[src/source/pipePkg.sv]
`default_nettype none

package pipePkg;

    // base opcodes of the supported rv32i subset
    typedef enum logic [6:0] {
        opLoad   = 7'b0000011,
        opOpImm  = 7'b0010011,
        opAuipc  = 7'b0010111,
        opStore  = 7'b0100011,
        opOp     = 7'b0110011,
        opLui    = 7'b0110111,
        opBranch = 7'b1100011,
        opJalr   = 7'b1100111,
        opJal    = 7'b1101111
    } opcode;

    typedef enum logic [2:0] {
        aluAdd = 3'd0,
        aluSub = 3'd1,
        aluAnd = 3'd2,
        aluOr  = 3'd3,
        aluXor = 3'd4,
        aluSlt = 3'd5,
        aluSll = 3'd6,
        aluSrl = 3'd7
    } aluOp;

    // writeback source select
    typedef enum logic [1:0] {
        resAlu  = 2'd0,
        resMem  = 2'd1,
        resLink = 2'd2
    } resultSrc;

    typedef enum logic [2:0] {
        fmtI = 3'd0,
        fmtS = 3'd1,
        fmtB = 3'd2,
        fmtU = 3'd3,
        fmtJ = 3'd4
    } immFormat;

    // all zero is a bubble
    typedef struct packed {
        logic     regWrite;
        resultSrc resultSel;
        logic     memWrite;
        logic     jump;
        logic     branch;
        aluOp     aluCtrl;
        logic     srcAPc;
        logic     srcBImm;
        logic     loadByte;
        logic     storeByte;
        logic     jalrTarget;
    } ctrlWord;

    typedef struct packed {
        ctrlWord     ctrl;
        logic [31:0] rd1;
        logic [31:0] rd2;
        logic [4:0]  rd;
        logic [31:0] immExt;
        logic [31:0] pc;
        logic [31:0] pcPlus4;
    } idExBundle;

    // handed on to the memory stage
    typedef struct packed {
        logic        regWrite;
        resultSrc    resultSel;
        logic        memWrite;
        logic        loadByte;
        logic        storeByte;
        logic [31:0] aluResult;
        logic [31:0] writeData;
        logic [4:0]  rd;
        logic [31:0] pcPlus4;
    } exResult;

endpackage

`default_nettype wire

[src/source/instrDecoder.sv]
`timescale 1ns/1ps
`default_nettype none

module instrDecoder import pipePkg::*; (
    input  logic [31:0] instr,
    output ctrlWord     ctrl,
    output logic [4:0]  rs1,
    output logic [4:0]  rs2,
    output logic [4:0]  rd,
    output immFormat    fmt
);

    opcode      op;
    logic [2:0] funct3;
    logic [6:0] funct7;

    assign op     = opcode'(instr[6:0]);
    assign funct3 = instr[14:12];
    assign funct7 = instr[31:25];

    // lui reads x0 so the alu adds zero to the immediate
    assign rs1 = (op == opLui) ? 5'd0 : instr[19:15];
    assign rs2 = instr[24:20];
    assign rd  = instr[11:7];

    always_comb begin
        ctrl = '0;
        fmt  = fmtI;
        case (op)
            opOp: begin
                ctrl.regWrite = 1'b1;
                case (funct3)
                    3'b000: ctrl.aluCtrl = funct7[5] ? aluSub : aluAdd;
                    3'b111: ctrl.aluCtrl = aluAnd;
                    3'b110: ctrl.aluCtrl = aluOr;
                    3'b100: ctrl.aluCtrl = aluXor;
                    3'b010: ctrl.aluCtrl = aluSlt;
                    3'b001: ctrl.aluCtrl = aluSll;
                    3'b101: ctrl.aluCtrl = aluSrl;
                    default: ctrl = '0;
                endcase
            end
            opOpImm: begin
                ctrl.regWrite = 1'b1;
                ctrl.srcBImm  = 1'b1;
                case (funct3)
                    3'b000: ctrl.aluCtrl = aluAdd;
                    3'b111: ctrl.aluCtrl = aluAnd;
                    3'b110: ctrl.aluCtrl = aluOr;
                    3'b100: ctrl.aluCtrl = aluXor;
                    3'b010: ctrl.aluCtrl = aluSlt;
                    default: ctrl = '0;
                endcase
            end
            opLoad: begin
                if (funct3 == 3'b010 || funct3 == 3'b100) begin
                    ctrl.regWrite  = 1'b1;
                    ctrl.resultSel = resMem;
                    ctrl.srcBImm   = 1'b1;
                    ctrl.loadByte  = funct3[2];
                end
            end
            opStore: begin
                fmt = fmtS;
                if (funct3 == 3'b010 || funct3 == 3'b000) begin
                    ctrl.memWrite  = 1'b1;
                    ctrl.srcBImm   = 1'b1;
                    ctrl.storeByte = ~funct3[1];
                end
            end
            opBranch: begin
                fmt = fmtB;
                // beq only
                if (funct3 == 3'b000) begin
                    ctrl.branch  = 1'b1;
                    ctrl.aluCtrl = aluSub;
                end
            end
            opJal: begin
                fmt            = fmtJ;
                ctrl.regWrite  = 1'b1;
                ctrl.resultSel = resLink;
                ctrl.jump      = 1'b1;
            end
            opJalr: begin
                ctrl.regWrite   = 1'b1;
                ctrl.resultSel  = resLink;
                ctrl.jump       = 1'b1;
                ctrl.srcBImm    = 1'b1;
                ctrl.jalrTarget = 1'b1;
            end
            opLui: begin
                fmt           = fmtU;
                ctrl.regWrite = 1'b1;
                ctrl.srcBImm  = 1'b1;
            end
            opAuipc: begin
                fmt           = fmtU;
                ctrl.regWrite = 1'b1;
                ctrl.srcAPc   = 1'b1;
                ctrl.srcBImm  = 1'b1;
            end
            default: ctrl = '0;
        endcase
    end

    // a store must never write a register
    always_comb begin
        if (ctrl.memWrite) begin
            assert (!ctrl.regWrite)
                else $error("store decoded with regWrite set, instr %h", instr);
        end
    end

endmodule

`default_nettype wire

[src/source/regFile.sv]
`timescale 1ns/1ps
`default_nettype none

module regFile #(
    parameter int dataWidth = 32
) (
    input  logic                 clk,
    input  logic                 rst,
    input  logic [4:0]           rs1,
    input  logic [4:0]           rs2,
    output logic [dataWidth-1:0] rd1,
    output logic [dataWidth-1:0] rd2,
    input  logic                 wbEn,
    input  logic [4:0]           wbRd,
    input  logic [dataWidth-1:0] wbData
);

    logic [dataWidth-1:0] regs [32];

    always_ff @(posedge clk) begin
        if (rst) begin
            for (int i = 0; i < 32; i++) begin
                regs[i] <= '0;
            end
        end else if (wbEn && wbRd != 5'd0) begin
            regs[wbRd] <= wbData;
        end
    end

    // write-through so a same-cycle read sees the new value
    always_comb begin
        if (rs1 == 5'd0) begin
            rd1 = '0;
        end else if (wbEn && wbRd == rs1) begin
            rd1 = wbData;
        end else begin
            rd1 = regs[rs1];
        end
    end

    always_comb begin
        if (rs2 == 5'd0) begin
            rd2 = '0;
        end else if (wbEn && wbRd == rs2) begin
            rd2 = wbData;
        end else begin
            rd2 = regs[rs2];
        end
    end

endmodule

`default_nettype wire

[src/source/immExtend.sv]
`timescale 1ns/1ps
`default_nettype none

module immExtend import pipePkg::*; #(
    parameter int dataWidth = 32
) (
    input  logic [31:0]          instr,
    input  immFormat             fmt,
    output logic [dataWidth-1:0] immExt
);

    logic [31:0] imm32;

    always_comb begin
        case (fmt)
            fmtI: imm32 = {{20{instr[31]}}, instr[31:20]};
            fmtS: imm32 = {{20{instr[31]}}, instr[31:25], instr[11:7]};
            // branch offsets are in halfwords
            fmtB: imm32 = {{19{instr[31]}}, instr[31], instr[7], instr[30:25],
                           instr[11:8], 1'b0};
            fmtU: imm32 = {instr[31:12], 12'b0};
            fmtJ: imm32 = {{11{instr[31]}}, instr[31], instr[19:12], instr[20],
                           instr[30:21], 1'b0};
            default: imm32 = '0;
        endcase
    end

    // sign extend up to the datapath width
    assign immExt = dataWidth'($signed(imm32));

endmodule

`default_nettype wire

[src/source/idExReg.sv]
`timescale 1ns/1ps
`default_nettype none

module idExReg import pipePkg::*; #(
    parameter int dataWidth = 32
) (
    input  logic      clk,
    input  logic      rst,
    input  idExBundle dIn,
    output idExBundle eOut
);

    localparam int bundleWidth = $bits(idExBundle);

    // five data fields plus control and rd
    if (bundleWidth != 5 * dataWidth + $bits(ctrlWord) + 5) begin : gWidthCheck
        $error("idExBundle is %0d bits, dataWidth %0d does not fit", bundleWidth,
               dataWidth);
    end

    always_ff @(posedge clk) begin
        if (rst) begin
            eOut <= '0;
        end else begin
            eOut <= dIn;
        end
    end

    // execute sees a bubble right after reset
    resetBubble: assert property (@(posedge clk) rst |=> (eOut.ctrl == '0))
        else $error("control not cleared after reset");

endmodule

`default_nettype wire

[src/source/executeStage.sv]
`timescale 1ns/1ps
`default_nettype none

module executeStage import pipePkg::*; #(
    parameter int dataWidth = 32
) (
    input  idExBundle            stage,
    output exResult              memOut,
    output logic                 branchTaken,
    output logic [dataWidth-1:0] branchTarget
);

    logic [dataWidth-1:0] opA;
    logic [dataWidth-1:0] opB;
    logic [dataWidth-1:0] aluResult;
    logic [dataWidth-1:0] jalrSum;
    logic                 regsEqual;

    // operand select
    assign opA = stage.ctrl.srcAPc ? stage.pc : stage.rd1;
    assign opB = stage.ctrl.srcBImm ? stage.immExt : stage.rd2;

    always_comb begin
        case (stage.ctrl.aluCtrl)
            aluAdd: aluResult = opA + opB;
            aluSub: aluResult = opA - opB;
            aluAnd: aluResult = opA & opB;
            aluOr:  aluResult = opA | opB;
            aluXor: aluResult = opA ^ opB;
            aluSlt: aluResult = {{(dataWidth-1){1'b0}}, $signed(opA) < $signed(opB)};
            // shift amount is the low five bits
            aluSll: aluResult = opA << opB[4:0];
            aluSrl: aluResult = opA >> opB[4:0];
            default: aluResult = '0;
        endcase
    end

    assign regsEqual   = (stage.rd1 == stage.rd2);
    assign branchTaken = stage.ctrl.jump | (stage.ctrl.branch & regsEqual);

    // jalr clears bit 0 of rs1 + imm
    assign jalrSum = stage.rd1 + stage.immExt;

    always_comb begin
        if (stage.ctrl.jalrTarget) begin
            branchTarget = {jalrSum[dataWidth-1:1], 1'b0};
        end else begin
            branchTarget = stage.pc + stage.immExt;
        end
    end

    always_comb begin
        memOut.regWrite  = stage.ctrl.regWrite;
        memOut.resultSel = stage.ctrl.resultSel;
        memOut.memWrite  = stage.ctrl.memWrite;
        memOut.loadByte  = stage.ctrl.loadByte;
        memOut.storeByte = stage.ctrl.storeByte;
        memOut.aluResult = aluResult;
        memOut.writeData = stage.rd2;
        memOut.rd        = stage.rd;
        memOut.pcPlus4   = stage.pcPlus4;
    end

    // a taken redirect needs a jump or branch in the bundle
    always_comb begin
        if (branchTaken) begin
            assert (stage.ctrl.jump || stage.ctrl.branch)
                else $error("branchTaken without jump or branch");
        end
    end

endmodule

`default_nettype wire

[src/source/decodeExecute.sv]
`timescale 1ns/1ps
`default_nettype none

module decodeExecute import pipePkg::*; #(
    parameter int dataWidth = 32
) (
    input  logic                 clk,
    input  logic                 rst,
    input  logic [31:0]          instr,
    input  logic [dataWidth-1:0] pc,
    input  logic                 wbEn,
    input  logic [4:0]           wbRd,
    input  logic [dataWidth-1:0] wbData,
    output exResult              memOut,
    output logic                 branchTaken,
    output logic [dataWidth-1:0] branchTarget
);

    ctrlWord              ctrl;
    immFormat             fmt;
    logic [4:0]           rs1;
    logic [4:0]           rs2;
    logic [4:0]           rd;
    logic [dataWidth-1:0] rd1;
    logic [dataWidth-1:0] rd2;
    logic [dataWidth-1:0] immExt;
    idExBundle            decBundle;
    idExBundle            exBundle;

    instrDecoder decoder (.instr(instr), .ctrl(ctrl), .rs1(rs1), .rs2(rs2), .rd(rd),
                          .fmt(fmt));

    regFile #(.dataWidth(dataWidth)) registers (
        .clk(clk), .rst(rst), .rs1(rs1), .rs2(rs2), .rd1(rd1), .rd2(rd2),
        .wbEn(wbEn), .wbRd(wbRd), .wbData(wbData)
    );

    immExtend #(.dataWidth(dataWidth)) extender (.instr(instr), .fmt(fmt),
                                                 .immExt(immExt));

    // decode side of the pipeline register
    always_comb begin
        decBundle.ctrl    = ctrl;
        decBundle.rd1     = rd1;
        decBundle.rd2     = rd2;
        decBundle.rd      = rd;
        decBundle.immExt  = immExt;
        decBundle.pc      = pc;
        decBundle.pcPlus4 = pc + dataWidth'(4);
    end

    idExReg #(.dataWidth(dataWidth)) idEx (.clk(clk), .rst(rst), .dIn(decBundle),
                                           .eOut(exBundle));

    executeStage #(.dataWidth(dataWidth)) execute (
        .stage(exBundle), .memOut(memOut), .branchTaken(branchTaken),
        .branchTarget(branchTarget)
    );

endmodule

`default_nettype wire

[config.mk]
export PLATFORM = sky130hd
export DESIGN_NAME = decodeExecute
export DESIGN_NICKNAME = d
export VERILOG_FILES = /design/src/source/pipePkg.sv /design/src/source/instrDecoder.sv /design/src/source/regFile.sv /design/src/source/immExtend.sv /design/src/source/idExReg.sv /design/src/source/executeStage.sv /design/src/source/decodeExecute.sv
export SDC_FILE = /design/constraint.sdc
export NUM_CORES = 2
export LEC_CHECK = 0
export CAP_MARGIN = 20
export CORE_MARGIN = 1.5
export CORE_UTILIZATION = 40
export CTS_BUF_LIST = sky130_fd_sc_hd__clkbuf_4
export CTS_CLUSTER_SIZE = 16
export DETAILED_ROUTE_END_ITERATION = 8
export DONT_BUFFER_PORTS = 1
export PLACE_DENSITY = 0.56
export SYNTH_ARGS = -nofsm -noshare
export SYNTH_HDL_FRONTEND = slang
export SYNTH_SLANG_ARGS = --single-unit
export TNS_END_PERCENT = 20
[constraint.sdc]
create_clock -name clk -period 5.4 [get_ports clk]
set_clock_uncertainty 0.05 [all_clocks]
set_input_delay 0.81 -clock clk [delete_from_list [all_inputs] [get_ports clk]]
set_output_delay 0.81 -clock clk [all_outputs]
set_load 0.05 [all_outputs]
==> flow_metrics.env <==
export IMPL_clk_pin_slew_ps=60
export IMPL_wl_per_cell_microns=32.8
export IMPL_violations="negative setup slack"
export IMPL_ant_nets=0
export IMPL_routabilityCongestion=1.03
export IMPL_hpwl_microns=190000
export IMPL_cts_tree="built"
export IMPL_finalCriticalPeriod_ps=6110
export IMPL_cts_buffers=348
export IMPL_startpoint_type="flop"
export IMPL_dp_cells=8556
export IMPL_clock_path_buffers=4
export IMPL_initialDrtViolationCount=7835
export IMPL_worst_slew_pin_slew_ps=1220
export IMPL_ys_flop_type="edfxtp_1"
export IMPL_insertion_delay_ps=1370
export IMPL_die_width_microns=429
export IMPL_setup_tns_ps=-12740
export IMPL_final_nets=7079
export IMPL_setup_violations=35
export IMPL_synth_edff_count=1024
export IMPL_die_h_microns=429
export IMPL_min_path_type="in2reg"
export IMPL_grt_ovfl_total=0
export IMPL_syn_area_sq_um=72500
export IMPL_synth_cells=6482
export IMPL_slew_viol_final=0
export IMPL_synth_area_leader_cell="edfxtp_1"
export IMPL_netlist_top_cells_area="edfxtp_1, mux4_2, and2_1"
export IMPL_crit_chain="buf_6 > buf_16 > mux2_4 > inv_4 > ha_4 > nand2b_4 > a221oi_4 > o31a_1 > buf_4 > o41ai_4 > buf_4 > a31oi_4 > a211o_1 > a221oi_2 > buf_4 > o211ai_1 > nand3_2 > buf_12"
export IMPL_routed_via_density=6.23
export IMPL_synth_commonest_cells="edfxtp_1, and2_1, clkbuf_1"
export IMPL_layoutNonFillerInstCount=9421
export IMPL_cp_max_fo=5
export IMPL_io_pins=244
export IMPL_async_reset_ff_frac=0
export IMPL_timing_critical_path_buf_inv=7
export IMPL_htreeDepth=5
export IMPL_cts_sinks=1201
export IMPL_finalInstanceArea_sq_um=84800
export IMPL_dieArea_sq_um=184000
export IMPL_worstSetupPathType="reg2out"
export IMPL_synth_top_area_frac=0.424
export IMPL_drc=0
export IMPL_cap_violations=0
export IMPL_io_buffers=0
export IMPL_outcome="complete, but fails checks"
export IMPL_cpMostUsedCell="buf_4"
export IMPL_fmax_mhz=164
export IMPL_place_area_sq_um=76100
export IMPL_ys_types=86
export IMPL_core_sq_um=181000
export IMPL_vias=58700
export IMPL_crit_slowest_cell="dfxtp_4"
export IMPL_arrival_ps=5250
export IMPL_ys_warn_count=0
export IMPL_wirelength_microns=309000
export IMPL_setup_ws_ps=-707
export IMPL_rrSetupSlack_ps=2630
export IMPL_grt_antenna_before_repair=34
export IMPL_vdd_drop_max_uv=237
export IMPL_cpPeakStageDelay_ps=410
export IMPL_synth_area_per_cell_sq_um=11.2
export IMPL_area_delta_synth_final_pct=16.9
export IMPL_std_cell_rows=156
export IMPL_dr_pass1_iters=6
export IMPL_fin_crit_sh=1.13
export IMPL_endpoint_kind="output pin"
export IMPL_rsz0062_at_grt="yes"
export IMPL_crit_family="compound AO/OA/AOI/OAI gates"
export IMPL_crit_required_ps=4540
export IMPL_yosysMostFrequentCell="edfxtp_1"
export IMPL_ys_seq_area_frac=0.473
export IMPL_grt_pass1_wl_microns=432000
export IMPL_start_util=0.402
export IMPL_slew_limit_headroom=0.175
export IMPL_grt_use_total=0.327
export IMPL_first_global_vias=57200
export IMPL_p_per_area_nw_per_um2=300
export IMPL_hold_viol=0
export IMPL_layout_drive_gt1_share=0.234
export IMPL_grt_max_degree=334
export IMPL_synth_seq_cells=1201
export IMPL_cts_root_buf="clkbuf_4"
export IMPL_p_leak_nw=31.4
-- per-layer routing --
metal	up-vias	part of all wire	GRT usage
met3	719	0.11	0.0890
met5	-	0.00041	0
met1	29500	0.39	0.426
li1	24900	-	-
met2	3623	0.45	0.502
met4	16	0.052	0.165
-- per-stage QoR --
stage	setup WS (ps)	hold WS [ps]	util	power [mW]
after global routing	-862	64.5	0.469	26.3
after detailed placement	56.8	727	0.421	16.4
after CTS	-927	0.105	0.465	25.2
final	-707	136	0.469	25.4
after global placement	-9.71	722	0.421	16.4
after floorplan	-128	650	-	14.6
-- cell type report --
class	count	area, sq um
antenna	7	17.5
clock buffer	502	3770
clock inverter	80	310
fill	16500	95800
inverter	123	474
multi-input combinational	4531	36900
sequential	1201	34300
tap	2370	2970
timing repair buffer	607	6040
-- layout by cell type, fill, tap and decap left out, types with 19 or more instances in the layout --
cell / n
a211oi_1: 53
a21o_1: 43
a21oi_1: 324
a221oi_1: 70
a22oi_1: 31
a31oi_1: 79
and2_1: 1008
buf_12: 55
buf_4: 328
buf_6: 30
clkbuf_4: 502
clkinv_1: 71
conb_1: 32
dfxtp_1: 161
dlygate4sd3_1: 176
edfxtp_1: 1024
ha_1: 126
inv_1: 112
mux2_2: 69
mux2i_1: 336
mux2i_4: 26
mux4_2: 320
nand2_1: 395
nand2b_1: 21
nand3_1: 46
nor2_1: 364
nor2_4: 32
nor2b_1: 57
nor3_1: 46
o211ai_1: 114
o21ai_0: 135
o21ai_1: 39
o21bai_1: 19
o221ai_1: 137
o22ai_1: 59
o41ai_1: 32
or2_2: 38
xnor2_1: 65
xor2_1: 70
-- tightest hold or removal path: stages --
cell and delay [ps]:
mux4_2 210, mux2i_1 70, a211oi_1 300
-- sequential cells by signal (all words and copies together) (netlist names) --
name / count
registers.regs: 1024
idEx.eOut: 177
-- path summary, 6_finish.rpt --
check	end	depth (start not counted)	startpoint
worst max-delay path	memOut[69]	18	idEx.eOut[168]
worst min-delay path	idEx.eOut[121]	3	instr[22]
worst max register to register	idEx.eOut[142]	6	registers.regs[21][9]
worst min register to register	idEx.eOut[149]	4	registers.regs[8][16]
-- repair_timing --
action                                  4_1_cts  5_1_grt
endpoints found under the hold margin      1222        0
pin swaps                                    47       50
hold buffers                                202        0
buffers inserted                             41       28
endpoints found under the setup margin       46       47
cloned                                        4        0
resized for setup                           214      119
-- cell families (layout without fill, tap and decap cells) --
group | count (synthesis) | count (layout) | synth area share
compound gates | 1295 | 1295 | 0.120
fa+ha+maj | 163 | 163 | 0.0285
buf+inv | 781 | 1312 | 0.0445
other cells | 1 | 39 | 0.0000517
mux | 767 | 767 | 0.162
xor+xnor | 137 | 137 | 0.0165
flops | 1201 | 1201 | 0.473
simple gates | 2137 | 2137 | 0.156
-- power by group --
part	internal (mW)	switching, mW
combinational	2.30	3.82
clock	4.22	4.08
sequential	10.6	0.424
total	17.1	8.32
(Power assumes the default switching activity.)
